`config.mk`:
```
export PLATFORM = sky130hd
export DESIGN_NAME = icache_result_flat
export DESIGN_NICKNAME = d
export VERILOG_FILES = /design/src/source/icache_pkg.sv /design/src/source/icache_if.sv /design/src/source/icache_result.sv /design/src/flat_wrapper.sv
export VERILOG_INCLUDE_DIRS = /design/src /design/src/source
export SDC_FILE = /design/constraint.sdc
export NUM_CORES = 1
export LEC_CHECK = 0
export CELL_PAD_IN_SITES_DETAIL_PLACEMENT = 0
export CELL_PAD_IN_SITES_GLOBAL_PLACEMENT = 1
export CORE_AREA = 2 2 121 123
export CTS_CLUSTER_SIZE = 16
export DETAILED_ROUTE_END_ITERATION = 6
export DIE_AREA = 0 0 123 125
export DONT_BUFFER_PORTS = 1
export PLACE_DENSITY = 0.35
export SYNTH_ARGS = -nofsm -noshare
export SYNTH_HDL_FRONTEND = slang
export SYNTH_SLANG_ARGS = --single-unit
export TNS_END_PERCENT = 100
```
`constraint.sdc`:
```
create_clock -name clk -period 2 [get_ports clk]
set_clock_uncertainty 0.2 [all_clocks]
set_input_delay 0.6 -clock clk [delete_from_list [all_inputs] [get_ports clk]]
set_output_delay 0.6 -clock clk [all_outputs]
set_load 0.02 [all_outputs]
```
`src/source/icache_defines.svh`:
```
`ifndef ICACHE_DEFINES_SVH
`define ICACHE_DEFINES_SVH

// cache geometry, two ways
// 16 sets of 16-byte lines

// set index bits
`define ICACHE_INDEX_W  4

// byte offset inside a line
`define ICACHE_OFFSET_W 4

// tag bits, what is left of the address
`define ICACHE_TAG_W    24

// one line, also one memory beat
`define ICACHE_LINE_W   128

// fetch address, physical equals virtual
`define ICACHE_ADDR_W   32

`endif

```
`src/source/icache_pkg.sv`:
```
`default_nettype none

`include "icache_defines.svh"

package icache_pkg;

    // fetch address as the pipeline sees it
    typedef struct packed {
        logic [`ICACHE_TAG_W-1:0]   tag;
        logic [`ICACHE_INDEX_W-1:0] index;
        logic                       dw_sel;    // which doubleword of the line
        logic                       word_sel;  // word inside the doubleword
        logic [1:0]                 byte_off;  // nonzero means misaligned
    } fetch_view_t;

    // operand of a cache operation, same word
    typedef struct packed {
        logic [`ICACHE_TAG_W-1:0]    unused;
        logic [`ICACHE_INDEX_W-1:0]  index;
        logic [`ICACHE_OFFSET_W-2:0] rsvd;
        logic                        way_sel;   // way for store-tag / index-inv
    } cacop_view_t;

    typedef union packed {
        fetch_view_t fetch;
        cacop_view_t cacop;
    } req_word_u;

    typedef enum logic [6:0] {
        EXC_NONE = 7'h00,
        EXC_ADEF = 7'h08  // fetch address error
    } exc_code_e;

    typedef enum logic [1:0] {
        CACOP_STORE_TAG = 2'b00,
        CACOP_INDEX_INV = 2'b01,
        CACOP_HIT_INV   = 2'b10
    } cacop_e;

endpackage

`default_nettype wire

```
`src/source/icache_if.sv`:
```
`default_nettype none

`include "icache_defines.svh"


// line to answer from, plus request info for the result stage
interface icache_line_if;
    logic                      line_valid;
    logic [`ICACHE_LINE_W-1:0] line_data;
    logic                      from_refill;
    icache_pkg::req_word_u     pc;
    icache_pkg::exc_code_e     exc;
    logic                      issue;       // new fetch accepted
    logic                      cacop_state; // execute is in its cacop cycle

    modport execute_mp (
        output line_valid, line_data, from_refill, pc, exc, issue, cacop_state
    );
    modport result_mp (input line_valid, line_data, from_refill, pc, exc, issue);
endinterface

`default_nettype wire

```
`src/source/icache_result.sv`:
```
`default_nettype none

`include "icache_defines.svh"

module icache_result (
    input  logic                      clk,
    input  logic                      rstn,
    input  logic                      i_flush,
    output logic                      o_rready,
    output logic [63:0]               o_rdata,
    output logic [`ICACHE_ADDR_W-1:0] o_pc,
    output icache_pkg::exc_code_e     o_exception,
    output logic [`ICACHE_ADDR_W-1:0] o_badv,
    icache_line_if.result_mp          line
);
    localparam int HALF = `ICACHE_LINE_W / 2;

    logic flush_valid;  // request in flight not yet flushed

    // flush wins over a new issue in the same cycle
    always_ff @(posedge clk) begin
        if (!rstn || i_flush) begin
            flush_valid <= 1'b0;
        end else if (line.issue) begin
            flush_valid <= 1'b1;
        end
    end

    // a flush in the answer cycle also cancels it
    assign o_rready = line.line_valid && flush_valid && !i_flush;

    // pc bit 3 picks the doubleword
    always_comb begin
        if (line.pc.fetch.dw_sel) begin
            o_rdata = line.line_data[`ICACHE_LINE_W-1:HALF];
        end else begin
            o_rdata = line.line_data[HALF-1:0];
        end
    end

    assign o_pc = line.pc;

    // refills come only from aligned fetches
    assign o_exception = line.from_refill ? icache_pkg::EXC_NONE : line.exc;

    always_comb begin
        if (o_exception != icache_pkg::EXC_NONE) begin
            o_badv = line.pc;
        end else begin
            o_badv = '0;
        end
    end

endmodule

`default_nettype wire

```
`src/flat_wrapper.sv`:
```
// flat-port wrapper written by rule: the top's interface ports become plain ports
module icache_result_flat 
  (clk, rstn, i_flush, o_rready, o_rdata, o_pc, o_exception, o_badv, line_line_valid, line_line_data, line_from_refill, line_pc, line_exc, line_issue);
  icache_line_if line_i ();
  input  logic clk;
  input  logic rstn;
  input  logic i_flush;
  output logic o_rready;
  output logic [63:0] o_rdata;
  output logic [`ICACHE_ADDR_W-1:0] o_pc;
  output icache_pkg::exc_code_e o_exception;
  output logic [`ICACHE_ADDR_W-1:0] o_badv;
  input wire logic [$bits(line_i.line_valid)-1:0] line_line_valid;
  input wire logic [$bits(line_i.line_data)-1:0] line_line_data;
  input wire logic [$bits(line_i.from_refill)-1:0] line_from_refill;
  input wire logic [$bits(line_i.pc)-1:0] line_pc;
  input wire logic [$bits(line_i.exc)-1:0] line_exc;
  input wire logic [$bits(line_i.issue)-1:0] line_issue;
  assign line_i.line_valid = line_line_valid;
  assign line_i.line_data = line_line_data;
  assign line_i.from_refill = line_from_refill;
  assign line_i.pc = line_pc;
  assign line_i.exc = line_exc;
  assign line_i.issue = line_issue;
  icache_result u_core (.clk(clk), .rstn(rstn), .i_flush(i_flush), .o_rready(o_rready), .o_rdata(o_rdata), .o_pc(o_pc), .o_exception(o_exception), .o_badv(o_badv), .line(line_i));
endmodule
```
==> results.cfg, run 1 <==
[floorplanning]
initial_core_util_pct = 11.01
dieArea_mm2 = 0.01538
fp.dieW_um = 123
coreArea_mm2 = 0.01420
rows = 44
dieHeight_um = 125
io_pins = 309

[sta]
hold_viol = 0
fin_crit_sh_pct = 108.0
fin_setup_tns_ns = -4.032
worst_slack_ns = -0.1601
max_slew_margin_pct = 79.00
period_needed_ns = 2.160
max_slew.worst_pin.slew_ns = 0.3152
rsz0062_at_grt = yes
slew_viol_final = 0
setup_viol = 32
clock.fmax_mhz = 462.9

[setup_path]
crit_required_ns = 1.20
cp.arrival_ns = 1.36
cp_max_fo = 14
critical_path_class = primary input to output pin
end_kind = output pin
r2r_slack_ns = 1.22
start_kind = primary input

[placement]
gp_congestion = 0.7183
dp_hpwl_um = 4857
dp_slack_ns = -0.1700
place.port_buffers = 0
dpl_cell_area_mm2 = 0.001933

[global_route]
grt_pass1_wl_um = 6693
first_global_vias = 1167
antenna_found_initial = 0
top_usage_layer = met2
grt_start_max_net_pins = 67
grt_util_all_layers_pct = 5.514
met2_usage_pct = 10.27
use_met1_pct = 7.216
overflow = 0
met3_usage_pct = 0.4106

[finish]
fin_area_mm2 = 0.002064
area_delta_synth_final_pct = 32.00
reg.largest.list = u_core.flush_valid x1
nNetsFinal = 346
num_antenna_cells = 0
regMostFlops = u_core.flush_valid
final_layout_size_suffix_gt1_share_pct = 73.68
finish.utilization_pct = 14.53
largest_register_ffs = 1

[yosys]
synthDistinctLibCells = 16
syn_inst = 190
yosysTopAreaCell = mux2_2
synthesis.area_mm2 = 0.001564
yosys-top-cells-area = mux2_2, buf_4, nand2b_1
synth_warnings = 0
syn-num-nets = 363
synth.avg_cell_area_um2 = 8.232
yosysSeqAreaShare_pct = 1.280
ys_seq_elements = 1
netlist.area_leader.share_pct = 46.08

[outcome]
outcome = complete, but fails checks
violations = negative setup slack

[clocking]
clk_latency_ns = 0
clk_pin_slew_ns = 0

[route]
wire_per_inst_um = 15.59
drt-total-wl_um = 5536
vias_per_cell = 3.823
ant_nets = 0
vias = 1357
route.detailed.drc = 0
drtIter0Drc = 18
firstDrtPassIters = 4

[power]
ir_drop_v = 0.00008743
power_density_mw_per_mm2 = 259.3
p_leak_nw = 0.8276

[run]
maxCapViolCount = 0

[hold_path]
hold_path.class = register to register
==> where the power goes <==
group          internal (W)  total [W]  switching, W  leakage, nW
clock                     0          0             0            0
sequential        0.0000213  0.0000217   0.000000382      0.00823
combinational      0.000228   0.000514      0.000286        0.819
total              0.000249   0.000535      0.000286        0.828
==> layout by cell type (no fill, tap or decap), drive strengths merged <==
cell type / synthesis / routed
mux2: 64 / 64
nand2b: 32 / 32
a21oi: 32 / 32
buf: 45 / 29
nor2b: 7 / 7
nor4: 1 / 1
nor3: 1 / 1
and3b: 1 / 1
nor2: 1 / 1
nor3b: 1 / 1
clkbuf: 4 / 1
dfxtp: 1 / 1
==> critical path: stages <==
cell and delay [ns]:
nor4_4 0.31, buf_12 0.18, buf_12 0.15, a21oi_2 0.11
==> kinds of logic after synthesis <==
| kind of cell | after synthesis | synth area share (%) |
|---|---|---|
| mux | 64 | 46.08 |
| buf+inv | 49 | 22.56 |
| simple gates | 44 | 18.88 |
| compound gates | 32 | 11.20 |
| flops | 1 | 1.280 |
==> stage by stage <==
step	hold WS, ns	total power [W]	instances
global route	0.3370	0.0005590	355
floorplan	0.2685	0.0006089	190
CTS	0.2890	0.0005250	348
global placement	0.2880	0.0005237	345
finish	0.2847	0.0005353	355
detailed placement	0.2892	0.0005176	345
==> timing repair <==
action                                  CTS  global route
endpoints found under the setup margin   32            32
resized for setup                         4             3
pin swaps                                 1             1
setup buffers                             3             6
gates cloned                              0             1
hold buffers                              0             0
==> path summary, 6_finish.rpt <==
path / from / to / depth (start not counted)
setup / recovery: line_exc[5] / o_badv[8] / 4
hold / removal: u_core.flush_valid / u_core.flush_valid / 2
setup reg to reg: u_core.flush_valid / u_core.flush_valid / 2
hold reg to reg: u_core.flush_valid / u_core.flush_valid / 2
==> cell usage after synthesis, drive strengths merged <==
master / n
nor3b: 1
buf: 45
a21oi: 32
nor4: 1
nand2b: 32
dfxtp: 1
nor2: 1
clkbuf: 4
and3b: 1
mux2: 64
nor3: 1
nor2b: 7
==> layout make-up <==
class                           instances  area, µm²
Timing Repair Buffer                   30      309.0
Tap cell                              184      230.2
Multi-Input combinational cell        140       1505
Fill cell                            1617      12140
Sequential cell                         1      20.02
==> metal layers <==
layer  up-vias  part of all wire (%)
li1        587                     -
met1       619                    39
met2       149                    53
met3         2                   8.9
met4         0                 0.036
met5         -                     0
(Power assumes the default switching activity.)
==> run 2, diff against run 1 <==
--- a/config.mk
+++ b/config.mk
@@ -8,12 +8,13 @@
 export LEC_CHECK = 0
 export CELL_PAD_IN_SITES_DETAIL_PLACEMENT = 0
 export CELL_PAD_IN_SITES_GLOBAL_PLACEMENT = 1
-export CORE_AREA = 2 2 121 123
+export CORE_AREA = 4 4 119 121
 export CTS_CLUSTER_SIZE = 16
 export DETAILED_ROUTE_END_ITERATION = 6
 export DIE_AREA = 0 0 123 125
 export DONT_BUFFER_PORTS = 1
-export PLACE_DENSITY = 0.35
+export PLACE_DENSITY = 0.37
+export SKIP_CTS_REPAIR_TIMING = 1
 export SYNTH_ARGS = -nofsm -noshare
 export SYNTH_HDL_FRONTEND = slang
 export SYNTH_SLANG_ARGS = --single-unit
==> run 2 against run 1 <==
  * The flow still finishes with violations (negative setup slack)
  * Power is 2.1% higher
  * Worst hold slack better by 0.0034 ns
  * Sequential power hardly changed
  * Combinational power is 2% higher
  * Highest routed layer unchanged
  * Largest power group unchanged
  * First-iteration DRC count grew to 2.6 times the previous value
  * Critical path depth is 1 higher
==> results.cfg, run 2 (synthesis gave the netlist of run 1 again) <==
[power]
clkPwrFrac_pct = 0
power.share.sequential_pct = 4.0
netSwitchingPower_w = 0.0003021
combPwrFrac_pct = 96.0
power_density_mw_per_mm2 = 266.0
swShare_pct = 55.28
power.internal_w = 0.0002444
ir_drop_v = 0.00007152
p_leak_nw = 0.7909
finalPower_w = 0.0005465

[setup_path]
cp.arrival_ns = 1.37
cp_slowest_stage_delay_ns = 0.26
worstPathCellList = nor4_4, buf_6, buf_12, buf_12, a21oi_4
start_kind = primary input
critical_path_class = primary input to output pin
crit_required_ns = 1.20
path_common_cell = buf_12
cp_max_fo = 8
cpMaxStageDelayCell = nor4_4
end_kind = output pin

[finish]
nFillCells = 1473
multi_input_area_mm2 = 0.001573
reg.largest.list = u_core.flush_valid x1
num_antenna_cells = 0
nNetsFinal = 337
regMostFlops = u_core.flush_valid
mostFrequentLayoutCells = mux2_4, nand2b_1, a21oi_2
final_common_cell = mux2_4
fin_area_mm2 = 0.002054
finish.utilization_pct = 15.70
largest_register_ffs = 1
area_delta_synth_final_pct = 31.36
final_layout_size_suffix_gt1_share_pct = 73.46
seq_area_um2 = 20.02

[placement]
dpl_cell_area_mm2 = 0.001858
dp_hpwl_um = 5820
dp_slack_ns = -0.1913
place.port_buffers = 0
gp_congestion = 0.6909

[sta]
setup_viol = 32
max_slew_margin_pct = 79.04
worst_slack_ns = -0.1677
period_needed_ns = 2.168
rsz0062_at_grt = yes
clock.fmax_mhz = 461.3
max_slew.worst_pin.slew_ns = 0.3146
fin_crit_sh_pct = 108.4
fin_setup_tns_ns = -4.088
slew_viol_final = 0
hold_viol = 0

[route]
vias_per_cell = 3.973
drt-total-wl_um = 6929
ant_nets = 0
firstDrtPassIters = 3
drtIter0Drc = 47
route.detailed.drc = 0
vias = 1343
wire_per_inst_um = 20.50

[floorplanning]
io_pins = 309
dieArea_mm2 = 0.01538
initial_core_util_pct = 11.95
fp.dieW_um = 123
rows = 42
dieHeight_um = 125
coreArea_mm2 = 0.01309

[global_route]
top_usage_layer = met2
antenna_found_initial = 0
overflow = 0
grt_start_max_net_pins = 67
grt_util_all_layers_pct = 6.505
met3_usage_pct = 0.9485
use_met1_pct = 7.621
first_global_vias = 1308
grt_pass1_wl_um = 7941
met2_usage_pct = 12.93

[run]
maxCapViolCount = 0

[hold_path]
hold_path.class = register to register

[clocking]
clk_latency_ns = 0
clk_pin_slew_ns = 0

[outcome]
violations = negative setup slack
outcome = complete, but fails checks
[run 2: cell count changes in the layout (fill, tap and decap cells not counted), sizes merged]
cell and delta:
buf -9
[run 2: power groups by stage]
stage	registers, W	clock network (W)	logic (W)
after CTS	0.0000217	0	0.000501
final	0.0000217	0	0.000525
after floorplan	0.0000216	0	0.000587
after global placement	0.0000217	0	0.000502
after detailed placement	0.0000217	0	0.000500
after global routing	0.0000219	0	0.000545
[run 2: per-stage QoR]
step / hold WS [ns] / cells
2_1_floorplan: 0.2685 / 190
3_3_place_gp: 0.2835 / 330
3_5_place_dp: 0.2965 / 330
4_1_cts: 0.2955 / 330
5_1_grt: 0.3391 / 338
6_report: 0.2881 / 338
[run 2: critical path, delay by kind of cell]
kind	cells	cell delay [ns]
buf+inv	3	0.41
simple gates	1	0.26
compound gates	1	0.09
[run 2: worst paths after layout]
| kind | startpoint | to | slack (ns) | cells past startpoint |
|---|---|---|---|---|
| hold reg to reg | u_core.flush_valid | u_core.flush_valid | 0.29 | 2 |
| setup / recovery | line_exc[0] | o_badv[17] | -0.17 | 5 |
| hold / removal | u_core.flush_valid | u_core.flush_valid | 0.29 | 2 |
| setup reg to reg | u_core.flush_valid | u_core.flush_valid | 1.23 | 2 |
[run 2: layer usage]
layer / wire length [µm] / part of all wire [%] / vias to the layer above
met2: 3706 / 53 / 147
met5: 0 / 0 / -
met3: 875 / 13 / 4
li1: - / - / 570
met1: 2328 / 34 / 622
met4: 19 / 0.27 / 0
[run 2: layout make-up]
type / instances / share of cell area (%)
multi-input combinational: 140 / 76.55
sequential: 1 / 0.9744
tap: 176 / 10.72
timing repair buffer: 21 / 11.75
