## src/source/icache_defines.svh

```systemverilog
`ifndef ICACHE_DEFINES_SVH
`define ICACHE_DEFINES_SVH

// cache geometry, two ways
// 16 sets of 16-byte lines

// set index bits
`define ICACHE_INDEX_W  4

// byte offset inside a line
`define ICACHE_OFFSET_W 4

// tag bits, what is left of the address
`define ICACHE_TAG_W    24

// one line, also one memory beat
`define ICACHE_LINE_W   128

// fetch address, physical equals virtual
`define ICACHE_ADDR_W   32

`endif

```

## src/source/icache_pkg.sv

```systemverilog
`default_nettype none

`include "icache_defines.svh"

package icache_pkg;

    // fetch address as the pipeline sees it
    typedef struct packed {
        logic [`ICACHE_TAG_W-1:0]   tag;
        logic [`ICACHE_INDEX_W-1:0] index;
        logic                       dw_sel;    // which doubleword of the line
        logic                       word_sel;  // word inside the doubleword
        logic [1:0]                 byte_off;  // nonzero means misaligned
    } fetch_view_t;

    // operand of a cache operation, same word
    typedef struct packed {
        logic [`ICACHE_TAG_W-1:0]    unused;
        logic [`ICACHE_INDEX_W-1:0]  index;
        logic [`ICACHE_OFFSET_W-2:0] rsvd;
        logic                        way_sel;   // way for store-tag / index-inv
    } cacop_view_t;

    typedef union packed {
        fetch_view_t fetch;
        cacop_view_t cacop;
    } req_word_u;

    typedef enum logic [6:0] {
        EXC_NONE = 7'h00,
        EXC_ADEF = 7'h08  // fetch address error
    } exc_code_e;

    typedef enum logic [1:0] {
        CACOP_STORE_TAG = 2'b00,
        CACOP_INDEX_INV = 2'b01,
        CACOP_HIT_INV   = 2'b10
    } cacop_e;

endpackage

`default_nettype wire

```

## src/source/icache_if.sv

```systemverilog
`default_nettype none

`include "icache_defines.svh"

// buffered request from decode, handshake back from execute
interface icache_req_if;
    logic                  pending;     // buffered request has work for execute
    icache_pkg::req_word_u req_word;
    logic                  is_uncache;
    logic                  is_cacop;
    icache_pkg::cacop_e    cacop_code;
    icache_pkg::exc_code_e exc;
    logic                  accept_hint; // a fetch is offered, no cacop ahead of it
    logic                  take;        // load request buffer this cycle
    logic                  lookup_hit;
    logic                  way_hit;     // way number of the hit

    modport decode_mp (
        output pending, req_word, is_uncache, is_cacop, cacop_code, exc, accept_hint,
        input  take, lookup_hit
    );
    modport execute_mp (
        input  pending, req_word, is_uncache, is_cacop, cacop_code, exc, accept_hint,
        output take, lookup_hit, way_hit
    );
endinterface


`default_nettype wire

```

## src/source/icache_decode.sv

```systemverilog
`default_nettype none

`include "icache_defines.svh"

module icache_decode (
    input  logic                      clk,
    input  logic                      rstn,
    input  logic                      i_rvalid,
    input  logic [`ICACHE_ADDR_W-1:0] i_raddr,
    input  logic                      i_uncache,
    input  logic                      i_cacop_en,
    input  icache_pkg::cacop_e        i_cacop_code,
    icache_req_if.decode_mp           req
);
    icache_pkg::req_word_u word_q;
    icache_pkg::cacop_e    code_q;
    logic                  uncache_q;
    logic                  fetch_q;   // buffer holds a fetch
    logic                  cacop_q;   // buffer holds a cache operation

    // cacop wins over a fetch offered in the same cycle
    assign req.accept_hint = i_rvalid && !i_cacop_en;

    always_ff @(posedge clk) begin
        if (!rstn) begin
            fetch_q <= 1'b0;
            cacop_q <= 1'b0;
        end else if (req.take) begin
            fetch_q <= req.accept_hint;
            cacop_q <= i_cacop_en;
        end
    end

    // request payload
    always_ff @(posedge clk) begin
        if (req.take) begin
            word_q    <= i_raddr;
            uncache_q <= i_uncache;
            code_q    <= i_cacop_code;
        end
    end

    assign req.req_word   = word_q;
    assign req.is_uncache = uncache_q;
    assign req.is_cacop   = cacop_q;
    assign req.cacop_code = code_q;

    // only fetches can be misaligned
    assign req.exc = (fetch_q && word_q.fetch.byte_off != 2'b00) ? icache_pkg::EXC_ADEF
                                                                 : icache_pkg::EXC_NONE;

    // hit-invalidate only has work when the tag matched
    always_comb begin
        if (cacop_q) begin
            req.pending = (code_q != icache_pkg::CACOP_HIT_INV) || req.lookup_hit;
        end else begin
            req.pending = fetch_q;
        end
    end

endmodule

`default_nettype wire

```

## src/flat_wrapper.sv

```systemverilog
// flat-port wrapper written by rule: the top's interface ports become plain ports
module icache_decode_flat 
  (clk, rstn, i_rvalid, i_raddr, i_uncache, i_cacop_en, i_cacop_code, req_pending, req_req_word, req_is_uncache, req_is_cacop, req_cacop_code, req_exc, req_accept_hint, req_take, req_lookup_hit);
  icache_req_if req_i ();
  input  logic clk;
  input  logic rstn;
  input  logic i_rvalid;
  input  logic [`ICACHE_ADDR_W-1:0] i_raddr;
  input  logic i_uncache;
  input  logic i_cacop_en;
  input  icache_pkg::cacop_e i_cacop_code;
  output wire logic [$bits(req_i.pending)-1:0] req_pending;
  output wire logic [$bits(req_i.req_word)-1:0] req_req_word;
  output wire logic [$bits(req_i.is_uncache)-1:0] req_is_uncache;
  output wire logic [$bits(req_i.is_cacop)-1:0] req_is_cacop;
  output wire logic [$bits(req_i.cacop_code)-1:0] req_cacop_code;
  output wire logic [$bits(req_i.exc)-1:0] req_exc;
  output wire logic [$bits(req_i.accept_hint)-1:0] req_accept_hint;
  input wire logic [$bits(req_i.take)-1:0] req_take;
  input wire logic [$bits(req_i.lookup_hit)-1:0] req_lookup_hit;
  assign req_pending = req_i.pending;
  assign req_req_word = req_i.req_word;
  assign req_is_uncache = req_i.is_uncache;
  assign req_is_cacop = req_i.is_cacop;
  assign req_cacop_code = req_i.cacop_code;
  assign req_exc = req_i.exc;
  assign req_accept_hint = req_i.accept_hint;
  assign req_i.take = req_take;
  assign req_i.lookup_hit = req_lookup_hit;
  icache_decode u_core (.clk(clk), .rstn(rstn), .i_rvalid(i_rvalid), .i_raddr(i_raddr), .i_uncache(i_uncache), .i_cacop_en(i_cacop_en), .i_cacop_code(i_cacop_code), .req(req_i));
endmodule
```

## config.mk

```make
export PLATFORM = sky130hd
export DESIGN_NAME = icache_decode_flat
export DESIGN_NICKNAME = d
export VERILOG_FILES = /design/src/source/icache_pkg.sv /design/src/source/icache_if.sv /design/src/source/icache_decode.sv /design/src/flat_wrapper.sv
export VERILOG_INCLUDE_DIRS = /design/src /design/src/source
export SDC_FILE = /design/constraint.sdc
export NUM_CORES = 1
export LEC_CHECK = 0
export BUFFER_PORTS_ARGS = -buffer_cell sky130_fd_sc_hd__clkbuf_2
export CAP_MARGIN = 20
export CELL_PAD_IN_SITES_DETAIL_PLACEMENT = 0
export CELL_PAD_IN_SITES_GLOBAL_PLACEMENT = 1
export CORE_AREA = 4 4 63 77
export DETAILED_ROUTE_END_ITERATION = 8
export DIE_AREA = 0 0 67 81
export PLACE_DENSITY = 0.81
export SYNTH_ARGS = -nofsm -noshare
export SYNTH_HDL_FRONTEND = slang
export SYNTH_SLANG_ARGS = --single-unit
```

## constraint.sdc

```tcl
create_clock -name clk -period 1 [get_ports clk]
set_clock_uncertainty 0.15 [all_clocks]
set_input_delay 0.05 -clock clk [delete_from_list [all_inputs] [get_ports clk]]
set_output_delay 0.05 -clock clk [all_outputs]
set_load 0.05 [all_outputs]
```

==> results.yml, run 1 <==
final_layout:
  design_area_mm2: 0.002624
  final_util_pct: 63.51
  area_delta_synth_final_pct: 118.0
  final_common_cell: "clkbuf_2"
  antenna_cells: 0
  num-nets-final: 224
  drive_above_1_share_pct: 52.72
  final_cell_mix: "41 x clkbuf_2, 37 x dlygate4sd3_1, 35 x edfxtp_1"
run_status:
  violations: "hold timing, setup timing"
  status: "complete, but fails checks"
grt:
  first_global_vias: 1034
  grt_max_degree: 17
  use_met3_pct: 5.533
  grt_usage_pct: 12.99
  antenna_found_initial: 0
  overflow: 0
  grtUsageMet2_pct: 26.16
  grt_first_pass_wirelength_um: 4892
  met1_usage_pct: 11.07
  top_usage_layer: "met2"
worst_setup_path:
  cp-start-kind: "register"
  slowest_stage: "edfxtp_1"
  cpPeakStageDelay_ns: 0.43
  worstSetupPathType: "reg2out"
  cp_data_required_time_ns: 0.80
  critical-path-top-delay-family: "flip-flops"
  r2r_cells: 2
  path_buf_inv: 1
  reg2reg_slack_ns: 0.06
  worstPathMaxFanout: 2
  reg2reg_from: "u_core.fetch_q$_SDFFE_PN0P_"
  cp.arrival_ns: 1.16
  r2r_end: "u_core.fetch_q$_SDFFE_PN0P_"
  path_cells: "nor3b_4 > a21oi_4 > buf_12"
  crit_path_end_kind: "output pin"
cts:
  insertion_delay_ns: 0.27
  cts_tree: "yes"
  clkSlewWorstSetupHoldPaths_ns: 0.06
  root_buffer: "clkbuf_8"
  numCtsBuffers: 5
  clk_path_buf_depth: 2
  cts_max_level: 2
  numClockSinks: 37
detailed_routing:
  dr.pass1.iters: 4
  routed_wl_um: 3496
  vias: 935
  routed_via_density: 3.896
  ant_nets: 0
  drc: 0
  drt_iter0_drc: 19
  routedWlPerCell_um: 14.57
die:
  start_util_pct: 29.13
  coreArea_mm2: 0.004131
  dieHeight_um: 81
  io_pins: 86
  die_area_mm2: 0.005427
  core.rowCount: 26
  die_w_um: 67
placed_design:
  io_buffer_count: 79
  dp_hpwl_um: 2151
  routabilityCongestion: 0.5986
  dpl_cell_area_mm2: 0.001762
timing:
  fin_ws_ns: -0.3624
  fmax_ghz: 0.7340
  report.final.slew_viol_count: 0
  hold_viol_final: 1
  timing.hold.ws_ns: -0.02363
  period_needed_ns: 1.362
  rsz0062_at_grt: "true"
  setup_violations: 38
  tns_ns: -2.916
  fin_crit_sh_pct: 136.2
power_and_ir_drop:
  internal-power_mw: 2.828
  power_density_mw_per_mm2: 1518
  power.sequential.fraction_pct: 47.6
  p_leak_nw: 1.126
  power.share.switching_pct: 29.02
  ir_worst_vdd_mv: 1.015
  pwr-share-clk_pct: 23.8
  switching_power_mw: 1.156
  comb_power_share_pct: 28.5
yosys:
  synth_warnings: 0
  synth_cell_type_count: 12
  synth-seq-cells: 37
  syn_area_per_cell_um2: 22.71
  ys_seq_area_share_pct: 90.64
  netlist_area_mm2: 0.001204
  synthCells: 53
worst_hold_path:
  min_path_cells: 3
  hold_path_end: "u_core.fetch_q$_SDFFE_PN0P_"
  hold_class: "in2reg"
  hp-start: "rstn"
run:
  drv_cap: 0
==> cells in the mapped netlist (all sizes together) <==
master  instances  area (um^2)
o21a            1        7.510
buf             6        45.04
nor2b           2        12.51
nor3b           1        7.510
a21oi           1        5.000
conb            1        3.750
mux2i           1        10.01
and3b           1        8.760
edfxtp         35         1051
dfxtp           2        40.04
a31o            1        8.760
nor2            1        3.750
==> stage by stage <==
stage / power [mW] / setup WS, ns / instances
2_1_floorplan: 2.436 / -0.3896 / 58
3_3_place_gp: 2.674 / -0.07095 / 193
3_5_place_dp: 2.692 / -0.08972 / 193
4_1_cts: 3.985 / -0.3756 / 239
5_1_grt: 4.127 / -0.4104 / 240
6_report: 3.984 / -0.3624 / 240
==> worst reg2reg max path, cell delays in order, from the launching register on <==
cell and delay [ns]:
dfxtp_1 0.33, and3b_1 0.18, a31o_1 0.18
==> cell type report <==
| class | count | area (um^2) |
|---|---|---|
| fill | 319 | 1508 |
| timing repair buffer | 124 | 1260 |
| sequential | 37 | 1095 |
| multi-input combinational | 15 | 118.9 |
| clock buffer | 8 | 80.08 |
| tap | 56 | 70.07 |
==> what timing repair did <==
item / in CTS / in global routing
hold buffers: 37 / 1
setup buffers: 2 / 2
gates resized for setup: 81 / 13
setup endpoints to repair: 38 / 39
endpoints found under the hold margin: 37 / 2
pin swaps: 2 / 0
==> layer usage <==
metal	share of wire, %	vias up
met4	0.94	0
met5	0	-
li1	-	448
met1	29	437
met2	63	46
met3	7.2	4
==> worst max path at each step <==
stage          cells past startpoint  slack, ns                               start     endpoint
6_report                           3      -0.36  u_core.req.cacop_code[0]$_DFFE_PP_  req_pending
5_1_grt                            3      -0.41  u_core.req.cacop_code[0]$_DFFE_PP_  req_pending
4_1_cts                            3      -0.38  u_core.req.cacop_code[0]$_DFFE_PP_  req_pending
3_5_place_dp                       3      -0.09  u_core.req.cacop_code[0]$_DFFE_PP_  req_pending
2_1_floorplan                      2      -0.39  u_core.req.cacop_code[1]$_DFFE_PP_  req_pending
3_3_place_gp                       3      -0.07  u_core.req.cacop_code[0]$_DFFE_PP_  req_pending
==> cell families (layout without fill, tap and decap cells) <==
group                  Yosys count  in the layout  synth area share [%]
AO/OA/AOI/OAI                    3              3                 1.767
buffers and inverters            6            132                 3.742
flip-flops                      37             37                 90.64
multiplexers                     1              1                0.8316
other                            1              6                0.3116
AND/OR/NAND/NOR                  5              5                 2.703
==> power groups by stage <==
stage	clock (mW)	sequential (mW)	combinational (mW)
global placement	0	1.90	0.776
global route	1.04	1.91	1.18
finish	0.949	1.90	1.14
detailed placement	0	1.91	0.786
CTS	0.986	1.89	1.11
floorplan	0	2.32	0.117
==> sequential cells by signal, indices dropped and copies added, names as in the netlist <==
| name | count |
|---|---|
| u_core.req.req_word | 32 |
| u_core.req.cacop_code | 2 |
| u_core.fetch_q | 1 |
| u_core.req.is_cacop | 1 |
| u_core.req.is_uncache | 1 |
Power figures use the tool's default switching activity.
==> inputs of run 2 (changes only) <==
--- a/config.mk
+++ b/config.mk
@@ -14,6 +14,7 @@
 export DETAILED_ROUTE_END_ITERATION = 8
 export DIE_AREA = 0 0 67 81
 export PLACE_DENSITY = 0.81
+export SETUP_SLACK_MARGIN = 0.3
 export SYNTH_ARGS = -nofsm -noshare
 export SYNTH_HDL_FRONTEND = slang
 export SYNTH_SLANG_ARGS = --single-unit
==> run 2 against run 1 <==
  * The run still ends with hold timing, setup timing left
  * Routed wire length decreased by 18%
  * Non-clock buffer count decreased by 36
  * Count of clock-buffer cells in the layout unchanged
  * Largest cell class is now sequential cells
==> results.yml, run 2 (synthesized netlist as in run 1, its figures left out) <==
grt:
  grt_first_pass_wirelength_um: 4043
  grt_max_degree: 25
  grt_usage_pct: 10.54
  antenna_found_initial: 0
  overflow: 0
  first_global_vias: 854
timing:
  period_needed_ns: 1.358
  tns_ns: -2.775
  rsz0062_at_grt: "true"
  fin_ws_ns: -0.3583
  setup_violations: 38
  hold_viol_final: 37
  report.final.slew_viol_count: 0
  fin_crit_sh_pct: 135.8
  timing.hold.ws_ns: -0.2032
  fmax_ghz: 0.7362
die:
  core.rowCount: 26
  coreArea_mm2: 0.004131
  die_w_um: 67
  dieHeight_um: 81
  io_pins: 86
  start_util_pct: 29.13
  die_area_mm2: 0.005427
run_status:
  status: "complete, but fails checks"
  violations: "hold timing, setup timing"
cts:
  cts_tree: "yes"
  numClockSinks: 37
  clkSlewWorstSetupHoldPaths_ns: 0.07
  insertion_delay_ns: 0.27
  root_buffer: "clkbuf_8"
  clk_path_buf_depth: 2
  cts_max_level: 2
  numCtsBuffers: 5
worst_setup_path:
  path_buf_inv: 1
  slowest_stage: "edfxtp_1"
  worstPathMaxFanout: 2
  reg2reg_slack_ns: 0.08
  cpPeakStageDelay_ns: 0.42
  cp-start-kind: "register"
  cp_data_required_time_ns: 0.80
  worstSetupPathType: "reg2out"
  cp.arrival_ns: 1.16
  path_cells: "nor3b_4 > a21oi_4 > buf_8"
  critical-path-top-delay-family: "flip-flops"
  crit_path_end_kind: "output pin"
final_layout:
  final_cell_mix: "40 x clkbuf_2, 35 x edfxtp_1, 30 x clkbuf_8"
  num-nets-final: 188
  fill_cells: 353
  final_common_cell: "clkbuf_2"
  final_util_pct: 54.27
  design_area_mm2: 0.002242
  fin_cells: 204
  largest_reg_flops: 32
  regArea_mm2: 0.001096
  drive_above_1_share_pct: 66.89
  area_delta_synth_final_pct: 86.28
  multi_input_area_um2: 123.9
  antenna_cells: 0
placed_design:
  dpl_cell_area_mm2: 0.001735
  io_buffer_count: 79
  routabilityCongestion: 0.6559
  dp.cells: 192
  dpl_worst_slack_ns: -0.1577
  dp_hpwl_um: 2031
run:
  drv_cap: 0
power_and_ir_drop:
  power_density_mw_per_mm2: 1709
  design_power_total_mw: 3.833
  ir_worst_vdd_mv: 1.098
  p_leak_nw: 0.9713
detailed_routing:
  drc: 0
  drt_iter0_drc: 17
  ant_nets: 0
  vias: 806
  routed_wl_um: 2857
  routed_via_density: 3.951
  routedWlPerCell_um: 14.00
  dr.pass1.iters: 4
worst_hold_path:
  hold_class: "in2reg"
-- run 2: worst paths after layout --
path / startpoint / endpoint / depth (start not counted)
max: u_core.req.cacop_code[0]$_DFFE_PP_ / req_pending / 3
min: i_raddr[2] / u_core.req.req_word[2]$_DFFE_PP_ / 1
max reg2reg: u_core.fetch_q$_SDFFE_PN0P_ / u_core.fetch_q$_SDFFE_PN0P_ / 2
min reg2reg: u_core.req.is_cacop$_SDFFE_PN0P_ / u_core.req.is_cacop$_SDFFE_PN0P_ / 2
-- run 2: timing repair --
item | 4_1_cts | 5_1_grt
setup buffers | 1 | 3
setup endpoints to repair | 41 | 40
pin swaps | 2 | 1
endpoints found under the hold margin | 37 | 37
resized for setup | 82 | 12
-- run 2: area by class of cell --
cell class / instances / area share [%]
tap: 56 / 3.125
multi-input combinational: 15 / 5.525
clock buffer: 8 / 3.571
sequential: 37 / 48.88
timing repair buffer: 88 / 38.90
-- run 2: power breakdown --
part           switching (mW)  total, mW  internal (mW)  leakage [nW]
sequential             0.0646       1.90           1.83         0.360
combinational           0.605      0.999          0.393         0.572
clock                   0.445      0.939          0.494        0.0395
-- run 2: layer usage --
layer  global-route usage (%)  share of wire, %  vias to the layer above
met2                    18.49                57                       51
met4                    4.260               2.2                        0
met5                        0                 0                        -
met3                    6.086               9.9                        7
met1                    9.865                31                      371
li1                         -                 -                      377
==> inputs of run 3 (changes only) <==
--- a/config.mk
+++ b/config.mk
@@ -10,10 +10,10 @@
 export CAP_MARGIN = 20
 export CELL_PAD_IN_SITES_DETAIL_PLACEMENT = 0
 export CELL_PAD_IN_SITES_GLOBAL_PLACEMENT = 1
-export CORE_AREA = 4 4 63 77
+export CORE_AREA = 4 4 72 68
 export DETAILED_ROUTE_END_ITERATION = 8
-export DIE_AREA = 0 0 67 81
-export PLACE_DENSITY = 0.81
+export DIE_AREA = 0 0 76 72
+export PLACE_DENSITY = 0.8
 export SETUP_SLACK_MARGIN = 0.3
 export SYNTH_ARGS = -nofsm -noshare
 export SYNTH_HDL_FRONTEND = slang
==> run 3 against run 2 <==
  * The run still ends with hold timing, setup timing left
  * Sequential share of layout area up 0.86 points
  * Power up 0.23%
  * Flip-flop and latch count unchanged
  * Global-route usage down 0.20 points
  * Worst setup slack worse by 0.013 ns
  * Fmax down 0.92%
  * Final cell count down 3.9%
  * Cell area down 1.7%
  * Non-clock buffer count down 2
==> results.yml, run 3 (synthesized netlist as in run 1, its figures left out) <==
power_and_ir_drop:
  power_density_mw_per_mm2: 1744
  internal-power_mw: 2.685
  power.share.switching_pct: 30.10
  ir_worst_vdd_mv: 1.173
  switching_power_mw: 1.156
  p_leak_nw: 0.9568
  comb_power_share_pct: 25.8
  pwr-share-clk_pct: 24.8
  power.sequential.fraction_pct: 49.4
run:
  drv_cap: 0
timing:
  fmax_ghz: 0.7294
  timing.hold.ws_ns: -0.2082
  report.final.slew_viol_count: 0
  hold_viol_final: 37
  fin_crit_sh_pct: 137.1
  rsz0062_at_grt: "true"
  period_needed_ns: 1.371
  fin_ws_ns: -0.3710
  setup_violations: 38
detailed_routing:
  top_layer: "met4"
  dr.pass1.iters: 5
  drt_iter0_drc: 35
  dr_wl_met3_um: 361
  wirelength_met1_um: 953
  wl_met2_um: 1512
  routed_wl_um: 2878
  routedWlPerCell_um: 14.68
  routed_via_density: 4.128
  ant_nets: 0
  drc: 0
  vias: 809
final_layout:
  fin_cells: 196
  num-nets-final: 186
  antenna_cells: 0
  final_cell_mix: "40 x clkbuf_2, 35 x edfxtp_1, 28 x clkbuf_8"
  fill_cells: 342
  drive_above_1_share_pct: 67.12
  largest_reg_flops: 32
  design_area_mm2: 0.002203
  area_delta_synth_final_pct: 83.06
  final_common_cell: "clkbuf_2"
worst_setup_path:
  cp-start-kind: "register"
  startpoint: "u_core.req.cacop_code[0]$_DFFE_PP_"
  reg2reg_from: "u_core.fetch_q$_SDFFE_PN0P_"
  worstPathMaxFanout: 2
  crit_path_end_kind: "output pin"
  worstSetupPathType: "reg2out"
  cp_data_required_time_ns: 0.80
  cp.arrival_ns: 1.17
die:
  die_area_mm2: 0.005472
  core.rowCount: 23
  io_pins: 86
  coreArea_mm2: 0.004230
  die_w_um: 76
  dieHeight_um: 72
  start_util_pct: 28.45
placed_design:
  routabilityCongestion: 0.7262
  io_buffer_count: 79
  dpl_cell_area_mm2: 0.001713
  dp.cells: 184
worst_hold_path:
  hold_class: "in2reg"
  hp-start: "i_raddr[13]"
grt:
  grt_first_pass_wirelength_um: 4319
  overflow: 0
  grt_usage_pct: 10.34
  first_global_vias: 876
  grt_max_degree: 27
  antenna_found_initial: 0
cts:
  numClockSinks: 37
  numCtsBuffers: 5
  clkSlewWorstSetupHoldPaths_ns: 0.07
  cts_tree: "yes"
  insertion_delay_ns: 0.28
  cts_max_level: 2
  root_buffer: "clkbuf_8"
  clk_path_buf_depth: 2
run_status:
  status: "complete, but fails checks"
  violations: "hold timing, setup timing"
-- run 3: changes by cell type in the layout (fill, tap and decap cells not counted), sizes merged --
| cell | before | now |
|---|---|---|
| buf | 19 | 22 |
| clkbuf | 77 | 69 |
| clkinv | 0 | 3 |
-- run 3: power by group through the flow --
stage / logic, mW / clock network [mW] / registers [mW]
finish: 0.990 / 0.955 / 1.90
global route: 1.02 / 1.06 / 1.91
CTS: 0.951 / 0.990 / 1.89
detailed placement: 0.759 / 0 / 1.90
global placement: 0.749 / 0 / 1.90
floorplan: 0.119 / 0 / 2.32
-- run 3: cell type report --
cell class / count / area, um^2 / share of cell area (%)
clock inverters: 3 / 12.51 / 0.5679
well taps: 50 / 62.56 / 2.839
clock buffers: 5 / 68.82 / 3.123
multi-input cells: 15 / 123.9 / 5.622
repair buffers: 86 / 839.6 / 38.10
flip-flops and latches: 37 / 1096 / 49.74
-- run 3: worst max-delay path, cell delays in order, from the launching register on --
cell	delay [ns]
edfxtp_1	0.43
nor3b_4	0.23
a21oi_4	0.08
buf_8	0.15
-- run 3: path summary, 6_finish.rpt --
check	depth (start not counted)	endpoint	slack, ns
min reg2reg	2	u_core.req.is_cacop$_SDFFE_PN0P_	0.43
max reg2reg	2	u_core.fetch_q$_SDFFE_PN0P_	0.07
min	1	u_core.req.req_word[13]$_DFFE_PP_	-0.21
max	3	req_pending	-0.37
-- run 3: repair_timing --
item                                   CTS  global route
cloned                                   0             0
buffers inserted                         1             3
pin swaps                                1             0
setup endpoints to repair               41            40
endpoints found under the hold margin   37            37
gates resized for setup                 79            18
-- run 3: routing by layer --
layer	GRT usage, %	up-vias
met2	17.78	59
met4	4.348	0
li1	-	372
met1	10.15	372
met3	6.079	6
met5	0	-
-- run 3: per-stage QoR --
stage / power [mW] / TNS (ns) / hold WS [ns] / setup slack, ns / util [%]
after detailed placement: 2.662 / -0.2004 / 0.07862 / -0.1668 / 40.49
after global placement: 2.646 / -0.1720 / 0.07711 / -0.1522 / 40.49
after global routing: 3.991 / -4.453 / -0.2270 / -0.4192 / 52.09
final: 3.842 / -2.911 / -0.2082 / -0.3710 / 52.09
after CTS: 3.828 / -3.145 / -0.2197 / -0.4121 / 50.87
after floorplan: 2.436 / -0.5468 / -0.001131 / -0.3896 / -
